==> src/logic/wbbridge_pkg.sv <==
// AXI4 write to Wishbone bridge shared definitions
// Widths, burst and response codes, and the response queue entry type

package wbbridge_pkg;

	//////////////////////////////
	// Widths
	localparam int AXI_ID_W      = 4;
	localparam int AXI_ADDR_W    = 16;
	localparam int AXI_DATA_W    = 32;
	localparam int STRB_W        = 4;   // One enable per byte lane
	localparam int ADDR_LSBS     = 2;
	localparam int WB_ADDR_W     = 14;  // Word address, byte offset removed
	localparam int LEN_W         = 8;
	localparam int RESP_DEPTH_LG = 2;   // Four queued responses

	//////////////////////////////
	// Types
	typedef logic [AXI_ID_W-1:0]   axi_id_t;
	typedef logic [AXI_ADDR_W-1:0] axi_addr_t;
	typedef logic [WB_ADDR_W-1:0]  wb_addr_t;
	typedef logic [AXI_DATA_W-1:0] data_t;
	typedef logic [STRB_W-1:0]     strb_t;
	typedef logic [LEN_W-1:0]      len_t;     // Beats minus one
	typedef logic [1:0]            burst_t;
	typedef logic [1:0]            resp_t;

	// One B channel response
	typedef struct packed {
		axi_id_t id;
		resp_t   resp;
	} resp_entry_t;

	//////////////////////////////
	// Codes
	localparam burst_t BURST_FIXED = 2'b00;
	localparam burst_t BURST_INCR  = 2'b01;

	localparam resp_t RESP_OKAY   = 2'b00;
	localparam resp_t RESP_SLVERR = 2'b10;

endpackage

==> src/logic/burst_decode.sv <==
// Burst decode
// Takes one AXI write address at a time and walks the Wishbone
// word address across the beats of the burst

`timescale 1ns/1ps

module burst_decode (
	input  logic                   S_AXI_ACLK,
	input  logic                   S_AXI_ARESETN,
	input  logic                   i_awvalid,
	input  wbbridge_pkg::axi_id_t  i_awid,
	input  wbbridge_pkg::axi_addr_t i_awaddr,
	input  wbbridge_pkg::len_t     i_awlen,
	input  wbbridge_pkg::burst_t   i_awburst,
	input  logic                   i_beat_taken,
	input  logic                   i_burst_done,
	input  logic                   i_resp_full,
	output logic                   o_awready,
	output logic                   o_busy,
	output wbbridge_pkg::wb_addr_t o_wb_addr,
	output wbbridge_pkg::axi_id_t  o_burst_id
);

	logic                   aw_accept;
	logic                   step_en;     // Address advances per beat
	wbbridge_pkg::len_t     beats_left;
	wbbridge_pkg::wb_addr_t start_word;

	// No new burst while one runs or the response queue is full
	assign o_awready  = !o_busy && !i_resp_full;
	assign aw_accept  = i_awvalid && o_awready;
	assign start_word = i_awaddr[wbbridge_pkg::AXI_ADDR_W-1:wbbridge_pkg::ADDR_LSBS];

	//////////////////////////////
	// Busy state
	always_ff @(posedge S_AXI_ACLK)
	begin
		if (!S_AXI_ARESETN)
			o_busy <= 1'b0;
		else if (aw_accept)
			o_busy <= 1'b1;
		else if (i_burst_done)
			o_busy <= 1'b0;
	end

	//////////////////////////////
	// Burst registers and address walk
	always_ff @(posedge S_AXI_ACLK)
	begin
		if (aw_accept)
		begin
			o_burst_id <= i_awid;
			o_wb_addr  <= start_word;
			beats_left <= i_awlen;
			case (i_awburst)
				wbbridge_pkg::BURST_FIXED: step_en <= 1'b0;
				wbbridge_pkg::BURST_INCR:  step_en <= 1'b1;
				default:                   step_en <= 1'b1; // WRAP runs as INCR
			endcase
		end
		else if (i_beat_taken && (beats_left != '0))
		begin
			// Address holds on the final beat
			beats_left <= beats_left - 1'b1;
			if (step_en)
				o_wb_addr <= o_wb_addr + 1'b1;
		end
	end

endmodule

==> src/logic/wb_write_issue.sv <==
// Wishbone write issue
// Accepts AXI write beats and turns each one into a pipelined
// Wishbone request, holding it while the slave stalls

`timescale 1ns/1ps

module wb_write_issue (
	input  logic                   S_AXI_ACLK,
	input  logic                   S_AXI_ARESETN,
	input  logic                   i_busy,
	input  logic                   i_err_state,
	input  logic                   i_burst_done,
	input  logic                   i_wvalid,
	input  logic                   i_wlast,
	input  wbbridge_pkg::data_t    i_wdata,
	input  wbbridge_pkg::strb_t    i_wstrb,
	input  wbbridge_pkg::wb_addr_t i_wb_addr,
	input  logic                   i_wb_stall,
	output logic                   o_wready,
	output logic                   o_beat_taken,
	output logic                   o_last_taken,
	output logic                   o_req_issued,
	output logic                   o_wb_cyc,
	output logic                   o_wb_stb,
	output wbbridge_pkg::wb_addr_t o_wb_adr,
	output wbbridge_pkg::data_t    o_wb_dat,
	output wbbridge_pkg::strb_t    o_wb_sel
);

	logic stb_free;    // Strobe slot can take a new request
	logic last_seen;   // WLAST taken, burst winding down
	logic issue_beat;

	assign stb_free = !o_wb_stb || !i_wb_stall;

	// In error the beats are still taken, then dropped
	assign o_wready     = i_busy && !last_seen && (i_err_state || stb_free);
	assign o_beat_taken = i_wvalid && o_wready;
	assign o_last_taken = o_beat_taken && i_wlast;
	assign issue_beat   = o_beat_taken && !i_err_state;
	assign o_req_issued = o_wb_stb && !i_wb_stall;

	always_ff @(posedge S_AXI_ACLK)
	begin
		if (!S_AXI_ARESETN)
			last_seen <= 1'b0;
		else if (i_burst_done)
			last_seen <= 1'b0;
		else if (o_last_taken)
			last_seen <= 1'b1;
	end

	//////////////////////////////
	// Cycle and strobe
	always_ff @(posedge S_AXI_ACLK)
	begin
		if (!S_AXI_ARESETN)
		begin
			o_wb_cyc <= 1'b0;
			o_wb_stb <= 1'b0;
		end
		else if (i_err_state)
		begin
			// Abort the bus cycle
			o_wb_cyc <= 1'b0;
			o_wb_stb <= 1'b0;
		end
		else
		begin
			if (stb_free)
				o_wb_stb <= issue_beat;
			if (issue_beat)
				o_wb_cyc <= 1'b1;          // Opens with the first strobe
			else if (i_burst_done)
				o_wb_cyc <= 1'b0;
		end
	end

	// Request payload, only loaded when the strobe slot is free
	always_ff @(posedge S_AXI_ACLK)
	begin
		if (issue_beat)
		begin
			o_wb_adr <= i_wb_addr;
			o_wb_dat <= i_wdata;
			o_wb_sel <= i_wstrb;   // Byte enables map straight to SEL
		end
	end

endmodule

==> src/logic/write_resp_track.sv <==
// Write response tracking
// Counts Wishbone acknowledgements against issued requests, keeps a
// sticky error per burst and closes each burst with a response entry

`timescale 1ns/1ps

module write_resp_track (
	input  logic                      S_AXI_ACLK,
	input  logic                      S_AXI_ARESETN,
	input  logic                      i_last_taken,
	input  logic                      i_req_issued,
	input  logic                      i_wb_ack,
	input  logic                      i_wb_err,
	input  logic                      i_wb_cyc,
	input  wbbridge_pkg::axi_id_t     i_burst_id,
	input  logic                      i_resp_full,
	output logic                      o_err_state,
	output logic                      o_burst_done,
	output logic                      o_push,
	output wbbridge_pkg::resp_entry_t o_entry
);

	logic [wbbridge_pkg::LEN_W:0] outstanding;  // Issued but not yet acked
	logic                         last_flag;
	logic                         last_issued;  // Final request has gone out
	logic                         err_flag;
	logic                         ack_seen;
	logic                         err_seen;

	// Responses outside a bus cycle are ignored
	assign ack_seen = i_wb_cyc && i_wb_ack;
	assign err_seen = i_wb_cyc && i_wb_err;

	assign o_err_state  = err_flag || err_seen;
	assign o_burst_done = last_flag && !i_resp_full
			&& (o_err_state || (last_issued && (outstanding == '0)));
	assign o_push       = o_burst_done;

	always_comb
	begin
		o_entry.id   = i_burst_id;
		o_entry.resp = o_err_state ? wbbridge_pkg::RESP_SLVERR : wbbridge_pkg::RESP_OKAY;
	end

	//////////////////////////////
	// Outstanding request count
	always_ff @(posedge S_AXI_ACLK)
	begin
		if (!S_AXI_ARESETN)
			outstanding <= '0;
		else if (o_err_state || o_burst_done)
			outstanding <= '0;            // Abandoned after an error
		else
		begin
			case ({i_req_issued, ack_seen})
				2'b10:   outstanding <= outstanding + 1'b1;
				2'b01:   outstanding <= outstanding - 1'b1;
				default: outstanding <= outstanding;
			endcase
		end
	end

	//////////////////////////////
	// Burst state flags
	always_ff @(posedge S_AXI_ACLK)
	begin
		if (!S_AXI_ARESETN || o_burst_done)
		begin
			last_flag   <= 1'b0;
			last_issued <= 1'b0;
			err_flag    <= 1'b0;
		end
		else
		begin
			if (i_last_taken)
				last_flag <= 1'b1;
			// Earlier beats have all issued by the time WLAST is taken
			if (last_flag && i_req_issued)
				last_issued <= 1'b1;
			if (err_seen)
				err_flag <= 1'b1;
		end
	end

endmodule

==> src/logic/resp_fifo.sv <==
// Response queue
// Four-entry circular buffer of write responses feeding the B channel

`timescale 1ns/1ps

module resp_fifo (
	input  logic                      S_AXI_ACLK,
	input  logic                      S_AXI_ARESETN,
	input  logic                      i_push,
	input  wbbridge_pkg::resp_entry_t i_entry,
	input  logic                      i_pop,
	output logic                      o_full,
	output logic                      o_empty,
	output wbbridge_pkg::resp_entry_t o_entry
);

	wbbridge_pkg::resp_entry_t mem [0:(1 << wbbridge_pkg::RESP_DEPTH_LG)-1];

	// Extra top bit tells full from empty
	logic [wbbridge_pkg::RESP_DEPTH_LG:0] wr_ptr;
	logic [wbbridge_pkg::RESP_DEPTH_LG:0] rd_ptr;

	assign o_empty = (wr_ptr == rd_ptr);
	assign o_full  = (wr_ptr[wbbridge_pkg::RESP_DEPTH_LG] != rd_ptr[wbbridge_pkg::RESP_DEPTH_LG])
			&& (wr_ptr[wbbridge_pkg::RESP_DEPTH_LG-1:0] == rd_ptr[wbbridge_pkg::RESP_DEPTH_LG-1:0]);
	assign o_entry = mem[rd_ptr[wbbridge_pkg::RESP_DEPTH_LG-1:0]];   // Head entry

	always_ff @(posedge S_AXI_ACLK)
	begin
		if (!S_AXI_ARESETN)
		begin
			wr_ptr <= '0;
			rd_ptr <= '0;
		end
		else
		begin
			if (i_push && !o_full)
				wr_ptr <= wr_ptr + 1'b1;
			if (i_pop && !o_empty)
				rd_ptr <= rd_ptr + 1'b1;
		end
	end

	always_ff @(posedge S_AXI_ACLK)
	begin
		if (i_push && !o_full)
			mem[wr_ptr[wbbridge_pkg::RESP_DEPTH_LG-1:0]] <= i_entry;
	end

endmodule

==> src/logic/axi_wb_write_bridge.sv <==
// AXI4 write channel to Wishbone pipelined write bridge
// Burst decode, Wishbone issue, response tracking and the B queue

`timescale 1ns/1ps

module axi_wb_write_bridge (
	input  logic                    S_AXI_ACLK,
	input  logic                    S_AXI_ARESETN,
	// AW channel
	input  logic                    i_s_axi_awvalid,
	output logic                    o_s_axi_awready,
	input  wbbridge_pkg::axi_id_t   i_s_axi_awid,
	input  wbbridge_pkg::axi_addr_t i_s_axi_awaddr,
	input  wbbridge_pkg::len_t      i_s_axi_awlen,
	input  wbbridge_pkg::burst_t    i_s_axi_awburst,
	// W channel
	input  logic                    i_s_axi_wvalid,
	output logic                    o_s_axi_wready,
	input  wbbridge_pkg::data_t     i_s_axi_wdata,
	input  wbbridge_pkg::strb_t     i_s_axi_wstrb,
	input  logic                    i_s_axi_wlast,
	// B channel
	output logic                    o_s_axi_bvalid,
	input  logic                    i_s_axi_bready,
	output wbbridge_pkg::axi_id_t   o_s_axi_bid,
	output wbbridge_pkg::resp_t     o_s_axi_bresp,
	// Wishbone master
	output logic                    o_wb_cyc,
	output logic                    o_wb_stb,
	output wbbridge_pkg::wb_addr_t  o_wb_adr,
	output wbbridge_pkg::data_t     o_wb_dat,
	output wbbridge_pkg::strb_t     o_wb_sel,
	input  logic                    i_wb_stall,
	input  logic                    i_wb_ack,
	input  logic                    i_wb_err
);

	logic                      busy;
	logic                      err_state;
	logic                      burst_done;
	logic                      beat_taken;
	logic                      last_taken;
	logic                      req_issued;
	logic                      resp_push;
	logic                      resp_pop;
	logic                      resp_full;
	logic                      resp_empty;
	wbbridge_pkg::wb_addr_t    beat_addr;
	wbbridge_pkg::axi_id_t     burst_id;
	wbbridge_pkg::resp_entry_t push_entry;
	wbbridge_pkg::resp_entry_t head_entry;

	assign o_s_axi_bvalid = !resp_empty;
	assign resp_pop       = o_s_axi_bvalid && i_s_axi_bready;
	assign o_s_axi_bid    = head_entry.id;
	assign o_s_axi_bresp  = head_entry.resp;

	burst_decode u_decode (
		.S_AXI_ACLK    (S_AXI_ACLK),
		.S_AXI_ARESETN (S_AXI_ARESETN),
		.i_awvalid     (i_s_axi_awvalid),
		.i_awid        (i_s_axi_awid),
		.i_awaddr      (i_s_axi_awaddr),
		.i_awlen       (i_s_axi_awlen),
		.i_awburst     (i_s_axi_awburst),
		.i_beat_taken  (beat_taken),
		.i_burst_done  (burst_done),
		.i_resp_full   (resp_full),
		.o_awready     (o_s_axi_awready),
		.o_busy        (busy),
		.o_wb_addr     (beat_addr),
		.o_burst_id    (burst_id)
	);

	wb_write_issue u_issue (
		.S_AXI_ACLK    (S_AXI_ACLK),
		.S_AXI_ARESETN (S_AXI_ARESETN),
		.i_busy        (busy),
		.i_err_state   (err_state),
		.i_burst_done  (burst_done),
		.i_wvalid      (i_s_axi_wvalid),
		.i_wlast       (i_s_axi_wlast),
		.i_wdata       (i_s_axi_wdata),
		.i_wstrb       (i_s_axi_wstrb),
		.i_wb_addr     (beat_addr),
		.i_wb_stall    (i_wb_stall),
		.o_wready      (o_s_axi_wready),
		.o_beat_taken  (beat_taken),
		.o_last_taken  (last_taken),
		.o_req_issued  (req_issued),
		.o_wb_cyc      (o_wb_cyc),
		.o_wb_stb      (o_wb_stb),
		.o_wb_adr      (o_wb_adr),
		.o_wb_dat      (o_wb_dat),
		.o_wb_sel      (o_wb_sel)
	);

	write_resp_track u_track (
		.S_AXI_ACLK    (S_AXI_ACLK),
		.S_AXI_ARESETN (S_AXI_ARESETN),
		.i_last_taken  (last_taken),
		.i_req_issued  (req_issued),
		.i_wb_ack      (i_wb_ack),
		.i_wb_err      (i_wb_err),
		.i_wb_cyc      (o_wb_cyc),
		.i_burst_id    (burst_id),
		.i_resp_full   (resp_full),
		.o_err_state   (err_state),
		.o_burst_done  (burst_done),
		.o_push        (resp_push),
		.o_entry       (push_entry)
	);

	resp_fifo u_resp_fifo (
		.S_AXI_ACLK    (S_AXI_ACLK),
		.S_AXI_ARESETN (S_AXI_ARESETN),
		.i_push        (resp_push),
		.i_entry       (push_entry),
		.i_pop         (resp_pop),
		.o_full        (resp_full),
		.o_empty       (resp_empty),
		.o_entry       (head_entry)
	);

endmodule

==> config.mk <==
export PLATFORM = sky130hd
export DESIGN_NAME = axi_wb_write_bridge
export DESIGN_NICKNAME = d
export VERILOG_FILES = /design/src/logic/wbbridge_pkg.sv /design/src/logic/burst_decode.sv /design/src/logic/wb_write_issue.sv /design/src/logic/write_resp_track.sv /design/src/logic/resp_fifo.sv /design/src/logic/axi_wb_write_bridge.sv
export SDC_FILE = /design/constraint.sdc
export NUM_CORES = 1
export LEC_CHECK = 0
export ABC_AREA = 1
export BUFFER_PORTS_ARGS = -buffer_cell sky130_fd_sc_hd__buf_2
export CELL_PAD_IN_SITES_DETAIL_PLACEMENT = 1
export CELL_PAD_IN_SITES_GLOBAL_PLACEMENT = 1
export CORE_UTILIZATION = 36
export DETAILED_ROUTE_END_ITERATION = 12
export PLACE_DENSITY = 0.81
export SLEW_MARGIN = 20
export SYNTH_ARGS = -nofsm -noshare
export SYNTH_HDL_FRONTEND = slang
export SYNTH_SLANG_ARGS = --single-unit
==> constraint.sdc <==
create_clock -name S_AXI_ACLK -period 2.1 [get_ports S_AXI_ACLK]
set_input_delay 0.105 -clock S_AXI_ACLK [delete_from_list [all_inputs] [get_ports S_AXI_ACLK]]
set_output_delay 0.105 -clock S_AXI_ACLK [all_outputs]
set_load 0.05 [all_outputs]
# Word level (Yosys, flattened, before mapping)
# Memories as Yosys holds them, arrays and structs flattened. A register that Yosys moved wholly into a read port is not among the register bits.
# Index checks and enable logic that the tools add are counted.
[totals] ramBits=24 wordCells=90 latchBits=0 regBits=99 output_inout_bits=61 mem_count=1 romBits=0 input_bits=75
[memory_table] memory="u_resp_fifo.mem" words=4 width=6 read_ports=1 rd_clocked_by_memory_dff=1 write_ports=1 line_no="resp_fifo.sv:17" text="wbbridge_pkg::resp_entry_t mem [0:(1 << wbbridge_pkg::RESP_DEPTH_LG)-1];"
[op_classes] order_cmp=0 n_reduce_logical=45 addsub=6 multipliers=0 div_mod_pow=0 n_bitwise=1 muxes=15 eq_ne=5 n_shift=0
[ops] cell="$mux W14" n=3
[ops] cell="$logic_and A1 B1 Y1" n=19
[ops] cell="$pmux W9 S2" n=1
[ops] cell="$mux W8" n=2
[ops] cell="$add A14 B1 Y14 const B" n=1
[ops] cell="$reduce_bool A2 Y1" n=5
[ops] cell="$add A9 B1 Y9 const B" n=1
[ops] cell="$logic_not A9 Y1" n=1
[ops] cell="$sub A9 B1 Y9 const B" n=1
[ops] cell="$logic_not A1 Y1" n=8
[ops] cell="$reduce_bool A8 Y1" n=1
[ops] cell="$sub A8 B1 Y8 const B" n=1
[ops] cell="$add A3 B1 Y3 const B" n=2
[ops] cell="$logic_or A1 B1 Y1" n=6
[ops] cell="$mux W1" n=6
[ops] cell="$mux W2" n=3
[ops] cell="$reduce_or A2 Y1" n=3
[ops] cell="$eq A3 B3 Y1" n=1
[ops] cell="$eq A2 B1 Y1 const B" n=1
[ops] cell="$eq A2 B2 Y1" n=1
[ops] cell="$eq A2 B2 Y1 const B" n=1
[ops] cell="$logic_not A2 Y1" n=1
[ops] cell="$reduce_and A2 Y1" n=1
[ops] cell="$ne A1 B1 Y1" n=1
[ops] cell="$not A1 Y1" n=1

# Depth between registers and ports, before layout
[logic_depth] ltp_word=8 depth_mapped=17 ltp_nobuf=17

# Hierarchy
# From an unflattened synthesis, not the netlist that was laid out.
[hier_totals] cells_unflattened=565 area_unflattened_um2=5683.0
[by_module_without_submodules] mod="wb_write_issue" seq_area_each_um2=1561.5 cells_per_inst=75 area_each_um2=1686.6 instances=1
[by_module_without_submodules] mod="burst_decode" seq_area_each_um2=830.8 cells_per_inst=188 area_each_um2=1586.5 instances=1
[by_module_without_submodules] mod="resp_fifo" seq_area_each_um2=880.8 cells_per_inst=132 area_each_um2=1392.6 instances=1
[by_module_without_submodules] mod="write_resp_track" seq_area_each_um2=240.2 cells_per_inst=167 area_each_um2=1003.5 instances=1
[by_module_without_submodules] mod="axi_wb_write_bridge" seq_area_each_um2=0.0 cells_per_inst=3 area_each_um2=13.8 instances=1

# Worst setup path after synthesis
# OpenSTA, ideal clock, no wires.
[synth_path] path_type="reg2reg" startpoint="reg u_issue.o_wb_cyc" endpoint="reg u_issue.o_wb_adr[0], enable pin" stages_incl_launch_ff=9 setup_time_ps=404 path_slack_ps=-1214 synth_period_minus_slack_ps=3314 path_buffers=0 required_time_ps=1696 t_arrival_ps=2909 path_cell_list="dfxtp_1 -> nand2_1 -> nand2_1 -> nor2_1 -> nor3_2 -> nand2_1 -> inv_1 -> nand2_1 -> inv_1"
[synth_via] elab_chain_len=6 word_cells_on_any_way=7 classes_between="reduce/logical (7)"
[synth_rtl] element="from (decl)" line_no="wb_write_issue.sv:23" text="output logic o_wb_cyc,"
[synth_rtl] element="from (signal assigned)" line_no="wb_write_issue.sv:59" text="o_wb_cyc <= 1'b0;"
[synth_rtl] element="from (signal assigned)" line_no="wb_write_issue.sv:65" text="o_wb_cyc <= 1'b0;"
[synth_rtl] element="from (signal assigned)" line_no="wb_write_issue.sv:73" text="o_wb_cyc <= 1'b1;"
[synth_rtl] element="$logic_and A1 B1 Y1" line_no="write_resp_track.sv:32" text="assign err_seen = i_wb_cyc && i_wb_err;"
[synth_rtl] element="$logic_or A1 B1 Y1" line_no="write_resp_track.sv:34" text="assign o_err_state = err_flag || err_seen;"
[synth_rtl] element="via err_state" line_no="axi_wb_write_bridge.sv:39" text="logic err_state;"
[synth_rtl] element="$logic_or A1 B1 Y1" line_no="wb_write_issue.sv:37" text="assign o_wready = i_busy && !last_seen && (i_err_state || stb_free);"
[synth_rtl] element="$logic_and A1 B1 Y1" line_no="wb_write_issue.sv:37"
[synth_rtl] element="via o_s_axi_wready" line_no="axi_wb_write_bridge.sv:18" text="output logic o_s_axi_wready,"
[synth_rtl] element="$logic_and A1 B1 Y1" line_no="wb_write_issue.sv:38" text="assign o_beat_taken = i_wvalid && o_wready;"
[synth_rtl] element="$logic_and A1 B1 Y1" line_no="wb_write_issue.sv:40" text="assign issue_beat = o_beat_taken && !i_err_state;"
[synth_rtl] element="via u_issue.issue_beat" line_no="wb_write_issue.sv:32" text="logic issue_beat;"
[synth_rtl] element="to (signal assigned)" line_no="wb_write_issue.sv:84" text="o_wb_adr <= i_wb_addr;"
[synth_rtl] element="to (decl)" line_no="wb_write_issue.sv:25" text="output wbbridge_pkg::wb_addr_t o_wb_adr,"
# The timed path passes the listed nets, and every way through them passes these cells.
# A chain may end at the register's enable or synchronous reset.

==> impl_metrics.json <==
{
  "postCtsSetupRepairBufs": 0,
  "first_pass_iters": 4,
  "synth-main-ff-cell": "edfxtp_1",
  "wl_per_cell_um": 18.4,
  "cp.arrival_ps": 1830,
  "rsz0062_at_grt": "no",
  "grt_first_pass_wirelength_um": 25300,
  "routed_wl_um": 16700,
  "most-common-layout-cells": "buf_2, nand2_1, edfxtp_1",
  "rows": 43,
  "die_h_um": 123,
  "path_cells": "clkinv_2, o21ai_0, o22ai_1, buf_2",
  "track_usage_pct": 23.2,
  "syn_nets": 588,
  "hold_slack_ps": 1.29,
  "ys_async_sr_fraction_pct": 0,
  "clock_latency_ps": 430,
  "n_antenna_cell": 0,
  "final_common_cell": "buf_2",
  "setup_viol": 0,
  "syn_to_final_growth_pct": 41.9,
  "drive_gt1_share_pct": 27.7,
  "syn_area_mm2": 0.00524,
  "synth_edf_count": 97,
  "critPathLaunchType": "flip-flop",
  "status": "finished clean",
  "io_buffers": 132,
  "gp_congestion": 0.831,
  "ys_seq_area_share_pct": 64.4,
  "die_area_mm2": 0.0150,
  "clock_skew_ps": 14.8,
  "critPathMaxStageDelay_ps": 590,
  "coreArea_mm2": 0.0140,
  "yosysUniqueCellTypes": 31,
  "nets": 801,
  "cts_buffers": 17,
  "synth-seq-cells": 120,
  "grt_pass1_vias": 4822,
  "root_buffer": "clkbuf_16",
  "die_x_um": 123,
  "leakagePower_nw": 3.14,
  "power_w": 0.00728,
  "slew_viol_final": 0,
  "antenna_found_initial": 0,
  "timing.final.crit_share_pct": 92.3,
  "ios": 136,
  "path_clk_slew_ps": 60,
  "final_core_util_pct": 53.0,
  "cts_tree": "done",
  "fin_crit_ps": 1940,
  "post-place-ws_ps": 206,
  "drcViolationCount": 0,
  "finalWorstSetupSlack_ps": 162,
  "gr-total-overflow": 0,
  "drv_cap": 0,
  "clock-sinks": 120,
  "dp_hpwl_um": 9980,
  "cts_max_level": 4,
  "avgViaCountPerCell": 4.81,
  "drtAntennaViolNets": 0,
  "initial_utilization_pct": 37.3,
  "netlist_instances": 502,
  "crit_required_ps": 2000,
  "vdd_ir_drop_max_mv": 0.661,
  "n_fill_cell": 1561,
  "ys_warn_count": 0,
  "clock_path_buffers": 2,
  "hold_violations": 0,
  "slowest_stage": "dfxtp_1",
  "hold_class": "in -> reg",
  "path_max_fanout": 11,
  "avgSynthCellArea_um2": 10.4,
  "grt_start_max_net_pins": 51,
  "cp-end-kind": "output port",
  "fmax_mhz": 516,
  "drt_iter0_drc": 283,
  "vias": 4371,
  "criticalPathCategory": "reg -> out",
  "p_per_area_mw_per_mm2": 979
}
cell families after synthesis:
| family | count (synthesis) | share of synthesized area (%) |
|---|---|---|
| adder cells (fa/ha/maj) | 11 | 2.63 |
| other | 1 | 0.0715 |
| AO/OA/AOI/OAI | 62 | 6.18 |
| AND/OR/NAND/NOR | 220 | 17.9 |
| XOR/XNOR | 18 | 3.01 |
| buffers and inverters | 70 | 5.90 |
| flip-flops | 120 | 64.4 |
routing by layer:
metal | routed length, um | track usage [%] | up-vias
met2 | 9230 | 44.8 | 122
met5 | 0 | 0 | -
met4 | 450 | 11.4 | 0
met1 | 6350 | 23.8 | 2117
met3 | 664 | 3.90 | 28
li1 | - | - | 2104
critical path: cells and delay by family (launching register included):
family                 cells  cell delay [ps]
DFF                        1              590
buffers and inverters      2              480
AOI/OAI and AO/OA          2              340
registers in the layout, indices dropped and copies added, names as in the netlist, 3 cells and up, named ones only:
register	cells
u_track.outstanding	9
u_decode.beats_left	8
u_resp_fifo.wr_ptr	3
u_issue.o_wb_sel	4
u_decode.o_burst_id	4
u_resp_fifo.mem	20
u_decode.o_wb_addr	14
u_issue.o_wb_adr	14
u_resp_fifo.rd_ptr	3
u_issue.o_wb_dat	32
Yosys cell counts, types with 2 or more instances:
library cell / n / area share (%)
inv_1: 55 / 3.9
inv_2: 2 / 0.14
nor2_1: 48 / 3.4
edfxtp_1: 97 / 56
nand3b_1: 4 / 0.57
clkbuf_1: 2 / 0.14
o21ai_1: 12 / 1.1
nand4_1: 3 / 0.36
xnor2_1: 6 / 1.0
or2_2: 3 / 0.36
ha_1: 11 / 2.6
nor2_4: 3 / 0.64
nor3_1: 4 / 0.38
nand2_1: 123 / 8.8
nand3_1: 28 / 2.7
dfxtp_1: 23 / 8.8
buf_2: 4 / 0.38
a31oi_1: 3 / 0.36
xor2_1: 12 / 2.0
o22ai_1: 6 / 0.72
o21ai_0: 28 / 2.7
buf_6: 5 / 1.1
a21oi_1: 12 / 1.1
worst paths after layout:
path,from,end,slack [ps],cells past startpoint
worst max-delay path,flip-flop,o_s_axi_bid[1],160,4
worst min-delay path,i_s_axi_awaddr[12],u_decode.o_wb_addr[10],1,3
worst max register to register,u_decode.o_wb_addr[0],u_decode.o_wb_addr[12],200,7
worst min register to register,u_track.last_issued,u_track.last_issued,470,2
area by class of cell:
cell class                      count  area [um2]  area share (%)
Clock buffer                       17         425            5.72
Multi-Input combinational cell    312        1610            21.7
Clock inverter                     15         190            2.56
Inverter                           58         223            3.00
Sequential cell                   120        3380            45.4
Timing Repair Buffer              206        1380            18.6
Tap cell                          180         225            3.03
timing repair:
item,4_1_cts,5_1_grt
resized for setup,1,3
endpoints found under the setup margin,1,3
hold buffers,62,0
hold endpoints to repair,62,0
power breakdown:
part | leakage [nW] | switching (W) | internal [W] | total [W]
registers | 1.09 | 0.000152 | 0.00281 | 0.00296
clock network | 0.293 | 0.00120 | 0.00189 | 0.00309
logic | 1.76 | 0.000828 | 0.000402 | 0.00123
total | 3.14 | 0.00218 | 0.00510 | 0.00728
per-stage QoR:
stage / cells / TNS (ps) / cell area, um2
6_report: 908 / 0 / 7440
2_1_floorplan: 502 / -10320 / 5290
5_1_grt: 908 / 0 / 7440
3_5_place_dp: 814 / 0 / 6190
3_3_place_gp: 814 / 0 / 6190
4_1_cts: 908 / 0 / 7430
(Power assumes the default switching activity.)
